==> config.mk <==
export PLATFORM = sky130hd
export DESIGN_NAME = codec_ctrl_top
export DESIGN_NICKNAME = d
export VERILOG_FILES = /design/src/hdl/codec_ctrl_pkg.sv /design/src/hdl/codec_cmd_decoder.sv /design/src/hdl/spi_write_fifo.sv /design/src/hdl/spi_serializer.sv /design/src/hdl/codec_ctrl_top.sv
export VERILOG_INCLUDE_DIRS = /design/src /design/src/hdl
export SDC_FILE = /design/constraint.sdc
export NUM_CORES = 1
export LEC_CHECK = 0
export ABC_AREA = 1
export BUFFER_PORTS_ARGS = -buffer_cell sky130_fd_sc_hd__buf_4
export CAP_MARGIN = 20
export CORE_MARGIN = 2
export CORE_UTILIZATION = 40
export CTS_CLUSTER_SIZE = 8
export DETAILED_ROUTE_END_ITERATION = 8
export GPL_ROUTABILITY_DRIVEN = 0
export GPL_TIMING_DRIVEN = 0
export PLACE_DENSITY = 0.54
export SYNTH_ARGS = -nofsm -noshare
export SYNTH_HDL_FRONTEND = slang
export SYNTH_SLANG_ARGS = --single-unit
==> constraint.sdc <==
create_clock -name clk -period 2.2 [get_ports clk]
set_input_delay 0.44 -clock clk [delete_from_list [all_inputs] [get_ports clk]]
set_output_delay 0.44 -clock clk [all_outputs]
set_load 0.01 [all_outputs]
==> src/hdl/codec_ctrl_macros.svh <==
// Codec control constants
`ifndef CODEC_CTRL_MACROS_SVH
`define CODEC_CTRL_MACROS_SVH

// Write queue size in frames
`define CODEC_FIFO_DEPTH 16

// Power-up table entries, one per codec register from 0x00
`define CODEC_INIT_LEN 20

// Host command addresses
`define CODEC_ADDR_TXGAIN 6'h09
`define CODEC_ADDR_RXGAIN 6'h0a
`define CODEC_ADDR_WRITE  6'h3b

// Data bits 31..24 of a generic write must carry this
`define CODEC_WRITE_SEL 8'h06

// Codec registers behind the gain commands
`define CODEC_REG_TXGAIN 5'h0a
`define CODEC_REG_RXGAIN 5'h09

`endif

==> src/hdl/codec_ctrl_pkg.sv <==
// Codec control types
`default_nettype none

package codec_ctrl_pkg;

  typedef logic [4:0]  reg_addr_t; // Codec register address
  typedef logic [7:0]  reg_val_t;  // Codec register value
  typedef logic [3:0]  tx_gain_t;
  typedef logic [6:0]  rx_gain_t;
  typedef logic [5:0]  cmd_addr_t; // Host command address
  typedef logic [31:0] cmd_data_t;

  // One serial write, shifted out MSB first
  typedef struct packed {
    logic [2:0] hdr;  // Write flag and width, all zero
    reg_addr_t  addr;
    reg_val_t   val;
  } spi_frame_t;

  // Host command presented with a strobe
  typedef struct packed {
    cmd_addr_t addr;
    cmd_data_t data;
  } host_cmd_t;

  // Decoder FSM
  typedef enum logic [2:0] {
    DEC_INIT,   // Walking the power-up table
    DEC_IDLE,   // Waiting for host commands
    DEC_TXGAIN,
    DEC_RXGAIN,
    DEC_WRITE
  } dec_state_t;

  // Serializer FSM
  typedef enum logic [1:0] {
    SER_IDLE,
    SER_SHIFT,  // sen_n low, bits going out
    SER_GAP     // One cycle with sen_n high
  } ser_state_t;

endpackage

`default_nettype wire

==> src/hdl/codec_cmd_decoder.sv <==
// Codec command decoder
`timescale 1ns/10ps
`default_nettype none
`include "codec_ctrl_macros.svh"

module codec_cmd_decoder (
  input  wire logic                    clk,
  input  wire logic                    rst,
  input  wire codec_ctrl_pkg::host_cmd_t cmd,
  input  wire logic                    cmd_strobe,
  output logic                         cmd_ack,
  output logic                         init_done,
  output codec_ctrl_pkg::spi_frame_t   frame,
  output logic                         push
);

  codec_ctrl_pkg::dec_state_t state;
  codec_ctrl_pkg::reg_addr_t  init_idx;  // Table index doubles as register address
  codec_ctrl_pkg::reg_val_t   init_val;
  logic                       init_wr;
  codec_ctrl_pkg::tx_gain_t   tx_gain;
  codec_ctrl_pkg::rx_gain_t   rx_gain;
  codec_ctrl_pkg::tx_gain_t   new_tx;
  codec_ctrl_pkg::rx_gain_t   new_rx;
  codec_ctrl_pkg::reg_addr_t  wr_addr;   // Captured generic write
  codec_ctrl_pkg::reg_val_t   wr_val;
  logic [5:0]                 rx_code;
  logic                       is_tx, is_rx, is_wr;

  // Power-up table, {write flag, value} per register
  function automatic logic [8:0] init_entry(input codec_ctrl_pkg::reg_addr_t a);
    case (a)
      5'h00:   return {1'b0, 8'h80}; // 4-wire port, already default
      5'h06:   return {1'b1, 8'h54}; // Second clock output off
      5'h07:   return {1'b1, 8'h30}; // DC offset cal, RX filter on
      5'h08:   return {1'b0, 8'h4b};
      5'h09:   return {1'b1, 8'h40}; // RX gain for the reset gain of 0x40
      5'h0a:   return {1'b1, 8'h40}; // TX gain for the reset gain of 0
      5'h0b:   return {1'b1, 8'h00}; // No PGA gain
      5'h0c:   return {1'b1, 8'h43}; // TX format and interpolation
      5'h0d:   return {1'b1, 8'h03}; // RX format
      5'h0e:   return {1'b1, 8'h81}; // IAMP setup
      5'h10:   return {1'b1, 8'h80}; // TX gain select
      5'h11:   return {1'b1, 8'h00};
      5'h12:   return {1'b1, 8'h00};
      default: return {1'b0, 8'h00}; // Left at codec default
    endcase
  endfunction

  assign {init_wr, init_val} = init_entry(init_idx);

  // Command recognition
  assign is_tx = (cmd.addr == `CODEC_ADDR_TXGAIN);
  assign is_rx = (cmd.addr == `CODEC_ADDR_RXGAIN);
  assign is_wr = (cmd.addr == `CODEC_ADDR_WRITE) && (cmd.data[31:24] == `CODEC_WRITE_SEL);
  assign new_tx = cmd.data[31:28];
  assign new_rx = cmd.data[6:0];

  // RX gain to register code, three ranges on bits 6 and 5
  always_comb begin
    if (rx_gain[6])
      rx_code = rx_gain[5:0];
    else if (rx_gain[5])
      rx_code = ~rx_gain[5:0];
    else
      rx_code = {1'b1, rx_gain[4:0]};
  end

  always_ff @(posedge clk) begin
    if (rst) begin
      state     <= codec_ctrl_pkg::DEC_INIT;
      init_idx  <= '0;
      init_done <= 1'b0;
      cmd_ack   <= 1'b0;
      push      <= 1'b0;
      tx_gain   <= 4'h0;
      rx_gain   <= 7'h40;
    end else begin
      cmd_ack <= 1'b0; // Single-cycle pulses
      push    <= 1'b0;
      case (state)
        codec_ctrl_pkg::DEC_INIT: begin
          push     <= init_wr;        // Only flagged entries go out
          init_idx <= init_idx + 5'd1;
          if (init_idx == 5'(`CODEC_INIT_LEN - 1)) begin
            state     <= codec_ctrl_pkg::DEC_IDLE;
            init_done <= 1'b1;
          end
        end
        codec_ctrl_pkg::DEC_IDLE: begin
          if (cmd_strobe) begin
            cmd_ack <= is_tx | is_rx | is_wr;
            if (is_tx && new_tx != tx_gain) begin
              tx_gain <= new_tx;
              state   <= codec_ctrl_pkg::DEC_TXGAIN;
            end
            if (is_rx && new_rx != rx_gain) begin
              rx_gain <= new_rx;
              state   <= codec_ctrl_pkg::DEC_RXGAIN;
            end
            if (is_wr)
              state <= codec_ctrl_pkg::DEC_WRITE;
          end
        end
        codec_ctrl_pkg::DEC_TXGAIN,
        codec_ctrl_pkg::DEC_RXGAIN,
        codec_ctrl_pkg::DEC_WRITE: begin
          push  <= 1'b1; // Frame built this cycle
          state <= codec_ctrl_pkg::DEC_IDLE;
        end
        default: state <= codec_ctrl_pkg::DEC_IDLE;
      endcase
    end
  end

  // Frame payload and write capture
  always_ff @(posedge clk) begin
    frame.hdr <= 3'b000; // Write, one byte
    if (state == codec_ctrl_pkg::DEC_IDLE && cmd_strobe) begin
      wr_addr <= cmd.data[20:16];
      wr_val  <= cmd.data[7:0];
    end
    case (state)
      codec_ctrl_pkg::DEC_INIT: begin
        frame.addr <= init_idx;
        frame.val  <= init_val;
      end
      codec_ctrl_pkg::DEC_TXGAIN: begin
        frame.addr <= `CODEC_REG_TXGAIN;
        frame.val  <= {4'h4, tx_gain};  // 0x40 plus gain
      end
      codec_ctrl_pkg::DEC_RXGAIN: begin
        frame.addr <= `CODEC_REG_RXGAIN;
        frame.val  <= {2'b01, rx_code};
      end
      codec_ctrl_pkg::DEC_WRITE: begin
        frame.addr <= wr_addr;
        frame.val  <= wr_val;
      end
      default: ;
    endcase
  end

endmodule

`default_nettype wire

==> src/hdl/spi_write_fifo.sv <==
// Serial frame write queue
`timescale 1ns/10ps
`default_nettype none
`include "codec_ctrl_macros.svh"

module spi_write_fifo #(
  parameter int DEPTH = `CODEC_FIFO_DEPTH
) (
  input  wire logic                       clk,
  input  wire logic                       rst,
  input  wire codec_ctrl_pkg::spi_frame_t wr_frame,
  input  wire logic                       push,
  input  wire logic                       pop,
  output codec_ctrl_pkg::spi_frame_t      rd_frame,
  output logic                            empty,
  output logic                            overflow
);

  localparam int AW = $clog2(DEPTH);

  codec_ctrl_pkg::spi_frame_t mem [DEPTH];
  logic [AW-1:0] wr_ptr, rd_ptr;
  logic [AW:0]   count;      // One extra bit to hold DEPTH
  logic          full;
  logic          wr_en, rd_en;

  assign full  = (count == (AW+1)'(DEPTH));
  assign empty = (count == '0);
  assign wr_en = push & ~full;  // Full queue drops the frame
  assign rd_en = pop & ~empty;

  assign rd_frame = mem[rd_ptr]; // Show-ahead head

  // Storage
  always_ff @(posedge clk) begin
    if (wr_en)
      mem[wr_ptr] <= wr_frame;
  end

  always_ff @(posedge clk) begin
    if (rst) begin
      wr_ptr   <= '0;
      rd_ptr   <= '0;
      count    <= '0;
      overflow <= 1'b0;
    end else begin
      if (wr_en)
        wr_ptr <= (wr_ptr == AW'(DEPTH - 1)) ? '0 : wr_ptr + 1'b1;
      if (rd_en)
        rd_ptr <= (rd_ptr == AW'(DEPTH - 1)) ? '0 : rd_ptr + 1'b1;
      case ({wr_en, rd_en})
        2'b10:   count <= count + 1'b1;
        2'b01:   count <= count - 1'b1;
        default: ; // Both or neither
      endcase
      if (push && full)
        overflow <= 1'b1; // Sticky until reset
    end
  end

endmodule

`default_nettype wire

==> src/hdl/spi_serializer.sv <==
// Codec serial port shifter
`timescale 1ns/10ps
`default_nettype none

module spi_serializer (
  input  wire logic                       clk,
  input  wire logic                       rst,
  input  wire codec_ctrl_pkg::spi_frame_t frame,
  input  wire logic                       empty,
  output logic                            pop,
  output logic                            sclk,
  output logic                            sdio,
  output logic                            sen_n
);

  codec_ctrl_pkg::ser_state_t state;
  logic [15:0] shreg;   // Frame being sent, MSB on the pin
  logic [3:0]  bit_cnt; // Bits left after the current one

  // Take the head as soon as the port is free
  assign pop  = (state == codec_ctrl_pkg::SER_IDLE) && !empty;
  assign sdio = shreg[15];

  always_ff @(posedge clk) begin
    if (rst) begin
      state   <= codec_ctrl_pkg::SER_IDLE;
      shreg   <= '0;   // Holds sdio low out of reset
      bit_cnt <= '0;
      sclk    <= 1'b0;
      sen_n   <= 1'b1;
    end else begin
      case (state)
        codec_ctrl_pkg::SER_IDLE: begin
          sclk <= 1'b0;
          if (pop) begin
            shreg   <= frame;
            bit_cnt <= 4'd15;
            sen_n   <= 1'b0;  // MSB is on sdio with enable
            state   <= codec_ctrl_pkg::SER_SHIFT;
          end
        end
        codec_ctrl_pkg::SER_SHIFT: begin
          if (!sclk) begin
            sclk <= 1'b1;     // Codec samples on this edge
          end else begin
            sclk    <= 1'b0;
            shreg   <= {shreg[14:0], 1'b0}; // Next bit while sclk low
            bit_cnt <= bit_cnt - 4'd1;
            if (bit_cnt == 4'd0) begin
              sen_n <= 1'b1;
              state <= codec_ctrl_pkg::SER_GAP;
            end
          end
        end
        codec_ctrl_pkg::SER_GAP: begin
          state <= codec_ctrl_pkg::SER_IDLE; // Enable stays high here
        end
        default: begin
          state <= codec_ctrl_pkg::SER_IDLE;
          sen_n <= 1'b1;
          sclk  <= 1'b0;
        end
      endcase
    end
  end

endmodule

`default_nettype wire

==> src/hdl/codec_ctrl_top.sv <==
// Codec control top level
`timescale 1ns/10ps
`default_nettype none

module codec_ctrl_top (
  input  wire logic                      clk,
  input  wire logic                      rst,
  input  wire codec_ctrl_pkg::host_cmd_t cmd,
  input  wire logic                      cmd_strobe,
  output logic                           cmd_ack,
  output logic                           init_done,
  output logic                           overflow,
  output logic                           sclk,
  output logic                           sdio,
  output logic                           sen_n
);

  codec_ctrl_pkg::spi_frame_t wr_frame; // Decoder to queue
  codec_ctrl_pkg::spi_frame_t rd_frame; // Queue head to shifter
  logic push, pop, empty;

  // Producer for table and host frames
  codec_cmd_decoder u_decoder (
    .clk        (clk),
    .rst        (rst),
    .cmd        (cmd),
    .cmd_strobe (cmd_strobe),
    .cmd_ack    (cmd_ack),
    .init_done  (init_done),
    .frame      (wr_frame),
    .push       (push)
  );

  spi_write_fifo u_fifo (
    .clk      (clk),
    .rst      (rst),
    .wr_frame (wr_frame),
    .push     (push),
    .pop      (pop),
    .rd_frame (rd_frame),
    .empty    (empty),
    .overflow (overflow)
  );

  // Pin driver
  spi_serializer u_serializer (
    .clk   (clk),
    .rst   (rst),
    .frame (rd_frame),
    .empty (empty),
    .pop   (pop),
    .sclk  (sclk),
    .sdio  (sdio),
    .sen_n (sen_n)
  );

endmodule

`default_nettype wire

==> results of run 1 <==
worst reg2reg max path, stage by stage (launching register included):
cell and delay (ns):
dfxtp_2 0.37, inv_1 0.09, nand4_1 0.16, nand2_4 0.11
inv_1 0.14, nand2_1 0.21, nor2_2 0.75
cells in the mapped netlist, drive strengths merged (2+ instances only):
cell / count / area (sq um)
a211oi: 2 / 15.01
a21oi: 45 / 225.2
buf: 38 / 285.3
clkbuf: 16 / 60.06
dfxtp: 73 / 1461
edfxtp: 234 / 7027
ha: 11 / 137.6
inv: 111 / 421.7
nand2: 232 / 875.8
nand3: 114 / 575.6
nand4: 11 / 68.82
nor2: 218 / 835.8
nor3: 8 / 45.04
nor4: 2 / 27.53
o2111ai: 2 / 17.52
o211ai: 24 / 180.2
o21ai: 102 / 510.5
xnor2: 8 / 70.07
xor2: 7 / 61.31
through the flow:
stage / cell area [sq um] / std cells
global placement: 13730 / 1703
global route: 15110 / 1770
finish: 15110 / 1770
detailed placement: 13870 / 1713
floorplan: 12970 / 1267
CTS: 15060 / 1770
cells by family (layout without fill, tap and decap cells):
group | count (synthesis) | after routing | share of synthesized area (%)
compound gates | 183 | 183 | 7.805
xor+xnor | 15 | 15 | 1.013
fa+ha+maj | 11 | 11 | 1.061
buf+inv | 166 | 267 | 5.943
flops | 307 | 307 | 65.45
simple gates | 585 | 585 | 18.73
power by group:
group,internal [mW],switching (mW)
combinational,1.41,2.73
clock,3.63,2.31
sequential,6.49,0.216
registers in the layout, summed over array words and instances, names as in the netlist, 2 cells and up, named ones only:
register              flops
u_decoder.frame          13
u_decoder.init_idx        5
u_decoder.init_val        8
u_decoder.rx_gain         7
u_decoder.state           3
u_decoder.tx_gain         4
u_decoder.wr_addr         5
u_decoder.wr_val          8
u_fifo.count              5
u_fifo.mem              208
u_fifo.rd_ptr             4
u_fifo.wr_ptr             4
u_serializer.bit_cnt      4
u_serializer.shreg       16
u_serializer.state        2
metal layers:
layer	up-vias	part of all wire (%)	track usage (%)
met5	-	0	0
met4	0	3.2	7.136
met3	64	5.8	3.110
met2	265	47	34.20
met1	4258	44	27.98
li1	4482	-	-
timing repair:
action / in CTS / in global routing
endpoints found under the setup margin: 75 / 96
hold buffers: 0 / 0
resized for setup: 3 / 15
pin swaps: 0 / 0
cell usage in the layout (no fill, tap or decap), types with 6 or more instances in the layout:
| cell type | n |
|---|---|
| edfxtp_1 | 234 |
| nand2_1 | 228 |
| nor2_1 | 198 |
| nand3_1 | 113 |
| inv_1 | 102 |
| o21ai_0 | 87 |
| dfxtp_1 | 71 |
| a21oi_1 | 45 |
| clkbuf_16 | 45 |
| buf_4 | 43 |
| clkbuf_1 | 27 |
| o211ai_1 | 24 |
| buf_2 | 17 |
| nor2_2 | 16 |
| o21ai_1 | 15 |
| buf_6 | 13 |
| nand4_1 | 11 |
| ha_1 | 10 |
| inv_2 | 8 |
| xnor2_1 | 8 |
| nor3_1 | 7 |
| xor2_1 | 6 |
path summary, 6_finish.rpt:
| path | start | endpoint | slack [ns] |
|---|---|---|---|
| min | cmd[17] | u_decoder.wr_addr[1] | 0.1 |
| max | u_fifo.count[1] | u_fifo.mem[14][1] | -0.01 |
| max reg2reg | u_fifo.count[1] | u_fifo.mem[14][1] | -0.01 |
| min reg2reg | u_serializer.shreg[5] | u_serializer.shreg[5] | 0.46 |
cell type report:
cell class	count	area, sq um
plain buffers	54	346.6
clock buffers	56	1167
clock inverters	1	7.507
fillers	2940	16610
inverters	112	425.4
multi-input cells	794	3792
flip-flops and latches	307	8491
well taps	402	503.0
repair buffers	44	375.4
==> results.ini, run 1 <==
[run_status]
status=complete, but fails checks
violations=negative setup slack

[run]
cap_viol_max_count=0

[drt]
drc=0
viasPerCell=5.124
drt_iter0_drc=872
ant_nets=0
drt-pass1-iter-count=5
wl_per_cell_um=19.37
via_count=9069
drt_wl_total_um=34290

[sta]
layout_setup_ws_ns=-0.01115
rsz0062_at_grt=true
setup_viol_count_final=19
period_share_pct=100.5
slew_violations=0
whs_ns=0.09652
relSlewSlack_pct=39.42
fmax_mhz=452.3
hold_violations=0
min_period_ns=2.211
tns_ns=-0.07441
fin_skew_ns=0.02229
tightestPinTransition_ns=0.9078

[global_route]
grt_start_max_net_pins=17
grt.total_usage_pct=20.73
antenna_found_initial=0
grt_pass1_vias=8795
gr-total-overflow=0
grt_pass1_wl_um=51890

[yosys]
synth_edf_count=234
synth_seq_area_share_pct=65.45
syn_inst=1267
syn_area_sq_um=12970
synth_ff_type=edfxtp_1
synth-async-reset-ratio_pct=0
syn_nets=1319
ys_ff_latch=307
yosysWarnings=0
syn_avg_cell_area_sq_um=10.24
ys_types=41

[die]
io_pins=47
die_area_sq_um=33880
fp.dieW_um=184.1
fp.dieH_um=184.1
start_util_pct=40.89
core_area_sq_um=31720
row_count=65

[place]
place_ws_ns=-0.1166
portBuffers=34
dp_hpwl_um=23120

[power]
report.power.total_mw=16.79
power_density_nw_per_um2=1111
vdd_drop_max_mv=0.6228
leakage_nw=5.844

[setup_path]
cpMaxStageDelayCell=nor2_2
cp_num_buf_inv=2
cp.arrival_ns=2.35
crit_family=simple AND/OR/NAND/NOR gates
worstSetupStartpointType=flop
path_class=reg -> reg
timing.critical_path.required_ns=2.34
critical_path.cell_chain=inv_1 > nand4_1 > nand2_4 > inv_1 > nand2_1 > nor2_2
worstRegToRegCells=6
slowest_delay_ns=0.75
setup.worst_path.end_class=flop
path_max_fanout=13
cp.depth=6
cp_common_cell=inv_1

[clock_tree]
clock-sinks=307
cts.clk_slew.worst_paths_ns=0.05
worstSkewPairLatency_ns=0.53
postCtsSetupRepairBufs=0
cts_tree=yes
htree_levels=2
numCtsBuffers=44
clockBufferDepth=3
cts_root_buffer=clkbuf_16

[final_layout]
drive_gt1_share_pct=12.13
utilization_pct=47.63
fin_nets=1409
syn2layout_area_growth_pct=16.50
diodes=0

[min_path]
hold_class=in -> reg
whs_path_depth=1

No activity file was read; power rests on OpenSTA's default activity.
==> run 2: changes to the inputs <==
--- a/config.mk
+++ b/config.mk
@@ -15,6 +15,7 @@
 export DETAILED_ROUTE_END_ITERATION = 8
 export GPL_ROUTABILITY_DRIVEN = 0
 export GPL_TIMING_DRIVEN = 0
+export MAX_ROUTING_LAYER = met4
 export PLACE_DENSITY = 0.54
 export SYNTH_ARGS = -nofsm -noshare
 export SYNTH_HDL_FRONTEND = slang
==> results.ini, run 2 (synthesis results as in run 1) <==
[sta]
tightestPinTransition_ns=0.9242
fin_skew_ns=0.01918
rsz0062_at_grt=true
setup_viol_count_final=23
slew_violations=0
period_share_pct=101.1
tns_ns=-0.3375
min_period_ns=2.225
hold_violations=0
whs_ns=0.09498
layout_setup_ws_ns=-0.02510
relSlewSlack_pct=38.32
fmax_mhz=449.4

[power]
power_density_nw_per_um2=1111
leakage_nw=5.844
report.power.total_mw=16.78
vdd_drop_max_mv=0.6227

[drt]
drt_iter0_drc=797
via_count=9111
wl_per_cell_um=19.36
viasPerCell=5.147
drt-pass1-iter-count=5
drt_wl_total_um=34270
ant_nets=0
drc=0

[setup_path]
setup.worst_path.end_class=flop
path_max_fanout=13
cp.arrival_ns=2.36
cp_num_buf_inv=2
worstSetupStartpointType=flop
cpMaxStageDelayCell=nor2_2
slowest_delay_ns=0.76
timing.critical_path.required_ns=2.34
crit_path_start=u_fifo.count[1]
critical_path.cell_chain=inv_1 > nand4_1 > nand2_4 > inv_1 > nand2_1 > nor2_2
path_class=reg -> reg
crit_family=simple AND/OR/NAND/NOR gates
r2r_start=u_fifo.count[1]
cp_common_cell=inv_1

[final_layout]
diodes=0
multi_input_area_sq_um=3792
final_common_cell=edfxtp_1
register_area_sq_um=8491
layout_common_cells=234 x edfxtp_1, 228 x nand2_1, 198 x nor2_1
utilization_pct=47.63
syn2layout_area_growth_pct=16.50
top_register=u_fifo.mem
fin_nets=1409
reg_top3=u_fifo.mem (208), u_serializer.shreg (16), u_decoder.frame (13)
largest_reg_flops=208
fillers=2940
drive_gt1_share_pct=12.13

[die]
core_area_sq_um=31720
fp.dieH_um=184.1
start_util_pct=40.89
die_area_sq_um=33880
fp.dieW_um=184.1
io_pins=47
row_count=65

[min_path]
hold_class=in -> reg
hold_start=cmd[19]

[clock_tree]
cts_root_buffer=clkbuf_16
cts_tree=yes
worstSkewPairLatency_ns=0.53
htree_levels=2
clockBufferDepth=3
clock-sinks=307
postCtsSetupRepairBufs=0
cts_hold_buf=0
numCtsBuffers=44
cts.clk_slew.worst_paths_ns=0.05

[run]
cap_viol_max_count=0

[global_route]
grt_pass1_wl_um=51940
antenna_found_initial=0
grt_start_max_net_pins=17
grt.total_usage_pct=21.38
grt_pass1_vias=8780
gr-total-overflow=0

[run_status]
violations=negative setup slack
status=complete, but fails checks

[place]
dp_hpwl_um=23120
portBuffers=34

-- run 2: cell counts in the layout (fill, tap and decap cells not counted) --
No cell type changed its count.
-- run 2: final timing paths --
check,to,slack (ns),depth (start not counted)
worst max-delay path,u_fifo.mem[14][1],-0.03,6
worst min-delay path,u_decoder.wr_addr[3],0.09,1
worst max register to register,u_fifo.mem[14][1],-0.03,6
worst min register to register,u_serializer.shreg[5],0.46,2
-- run 2: layout make-up --
cell class | instances | area share, %
tap | 402 | 3.329
buffer | 54 | 2.294
timing repair buffer | 44 | 2.484
clock buffer | 56 | 7.727
inverter | 112 | 2.816
clock inverter | 1 | 0.04969
sequential | 307 | 56.20
multi-input combinational | 794 | 25.10
-- run 2: layer usage --
metal	vias up	wire length [um]	track usage [%]
li1	4475	-	-
met1	4293	15310	28.29
met2	277	15890	33.98
met3	66	1996	3.051
met4	0	1071	7.136
met5	-	0	-
-- run 2: metrics by stage --
| stage | std cells | instance area [sq um] | worst slack, ns |
|---|---|---|---|
| floorplan | 1267 | 12970 | 0.2107 |
| global placement | 1703 | 13730 | -0.6265 |
| detailed placement | 1713 | 13870 | -0.1166 |
| CTS | 1770 | 15060 | -0.04597 |
| global route | 1770 | 15110 | -0.1945 |
| finish | 1770 | 15110 | -0.02510 |
-- run 2: what timing repair did --
item | in CTS | in global routing
endpoints found under the hold margin | 0 | 0
setup endpoints to repair | 75 | 96
resized for setup | 3 | 15
-- run 2: power breakdown --
part	internal (mW)	total (mW)	switching (mW)	leakage (nW)
clock network	3.63	5.93	2.30	0.568
registers	6.49	6.71	0.216	2.79
logic	1.41	4.14	2.74	2.49
total	11.5	16.8	5.25	5.84
==> run 3: changes to the inputs <==
--- a/config.mk
+++ b/config.mk
@@ -16,7 +16,7 @@
 export GPL_ROUTABILITY_DRIVEN = 0
 export GPL_TIMING_DRIVEN = 0
 export MAX_ROUTING_LAYER = met4
-export PLACE_DENSITY = 0.54
+export SKIP_CTS_REPAIR_TIMING = 1
 export SYNTH_ARGS = -nofsm -noshare
 export SYNTH_HDL_FRONTEND = slang
 export SYNTH_SLANG_ARGS = --single-unit
==> constraint.sdc (replaced) <==
create_clock -name clk -period 2.2 [get_ports clk]
set_input_delay 0.44 -clock clk [delete_from_list [all_inputs] [get_ports clk]]
set_output_delay 0.44 -clock clk [all_outputs]
set_load 0.05 [all_outputs]
==> results.ini, run 3 (synthesis results as in run 1) <==
[drt]
drc=0
drt_wl_total_um=33870
wl_per_cell_um=18.99
ant_nets=0
drt_iter0_drc=956
viasPerCell=5.169
drt-pass1-iter-count=7
via_count=9222

[die]
core_area_sq_um=31720
io_pins=47
die_area_sq_um=33880
row_count=65
start_util_pct=40.89
fp.dieW_um=184.1
fp.dieH_um=184.1

[final_layout]
largest_reg_flops=208
top_register=u_fifo.mem
drive_gt1_share_pct=12.01
diodes=0
final_common_cell=edfxtp_1
reg_top3=u_fifo.mem (208), u_serializer.shreg (16), u_decoder.frame (13)
syn2layout_area_growth_pct=16.95
fin_nets=1412
fin_area_sq_um=15170
utilization_pct=47.82
layout_common_cells=234 x edfxtp_1, 229 x nand2_1, 202 x nor2_1

[place]
portBuffers=34
dp_hpwl_um=22960
place_ws_ns=-0.1171
placed_area_sq_um=13850

[setup_path]
cp.arrival_ns=2.52
timing.critical_path.required_ns=2.57
setup.worst_path.end_class=flop
cp.depth=13
worstRegToRegCells=13
cp_num_buf_inv=1
slowest_delay_ns=0.34
path_max_fanout=5
critical_path.cell_chain=nor2_1 > nand4_1 > nand2_1 > inv_4 > ha_4 > xor2_2 > ha_1 > a21o_1 > nand3_1 > nand2_1 > xor2_1 > nand2_1 > a21oi_1
cpMaxStageDelayCell=dfxtp_1
crit_family=simple AND/OR/NAND/NOR gates
path_class=reg -> reg
cp_common_cell=nand2_1
worstSetupStartpointType=flop

[sta]
layout_setup_ws_ns=0.05452
fin_skew_ns=0.02918
rsz0062_at_grt=true
period_share_pct=97.52
fmax_mhz=466.1
slew_violations=0
relSlewSlack_pct=47.09
setup_viol_count_final=0
min_period_ns=2.145
hold_violations=0
whs_ns=0.08748
tightestPinTransition_ns=0.7936

[clock_tree]
cts_tree=yes
worstSkewPairLatency_ns=0.54
cts_root_buffer=clkbuf_16
numCtsBuffers=44
clock-sinks=307
clockBufferDepth=3
cts.clk_slew.worst_paths_ns=0.05
htree_levels=2

[global_route]
grt_pass1_vias=9064
gr-total-overflow=0
antenna_found_initial=0
grt_start_max_net_pins=17
grt.total_usage_pct=21.09
grt_pass1_wl_um=52300

[power]
report.power.total_mw=17.08
power_density_nw_per_um2=1126
vdd_drop_max_mv=0.7334
leakage_nw=5.872

[min_path]
hold_class=in -> reg
whs_path_depth=1

[run]
cap_viol_max_count=0

[run_status]
status=complete, no violations

## run 3: path summary, 6_finish.rpt
path | startpoint | to | slack (ns)
max | u_fifo.count[0] | u_fifo.count[4] | 0.05
min reg2reg | u_decoder.init_wr | u_decoder.push | 0.45
min | cmd[17] | u_decoder.wr_addr[1] | 0.09
max reg2reg | u_fifo.count[0] | u_fifo.count[4] | 0.05
## run 3: routing by layer
metal,wire length [um],global-route usage (%),up-vias
li1,-,-,4498
met1,14790,27.35,4325
met2,15760,33.63,331
met3,2148,3.308,68
met4,1180,7.648,0
met5,0,-,-
## run 3: stage by stage
step | cells | TNS (ns)
floorplan | 1267 | 0
global placement | 1703 | -66.12
detailed placement | 1715 | -4.551
CTS | 1783 | -4.462
global route | 1784 | -0.08850
finish | 1784 | 0
## run 3: area by class of cell
type                    count  area (sq um)
plain buffers              54         346.6
clock inverters             2         23.77
inverters                 112         431.7
repair buffers             47         371.6
well taps                 402         503.0
clock buffers              66          1226
multi-input cells         794          3775
fillers                  2925         16550
flip-flops and latches    307          8489
## run 3: power breakdown
| group | internal [mW] | switching [mW] | total (mW) | leakage (nW) |
|---|---|---|---|---|
| registers | 6.49 | 0.208 | 6.70 | 2.79 |
| clock network | 3.79 | 2.36 | 6.14 | 0.598 |
| logic | 1.40 | 2.83 | 4.24 | 2.49 |
| total | 11.7 | 5.40 | 17.1 | 5.87 |
## run 3: worst reg2reg max path: cells and delay by family (launching register included)
kind,cells,cell delay [ns]
adders and majority gates,2,0.40
AOI/OAI and AO/OA,2,0.25
and+or+nand+nor,6,0.64
buffers and inverters,1,0.08
xor gates and xnor gates,2,0.29
DFF,1,0.34
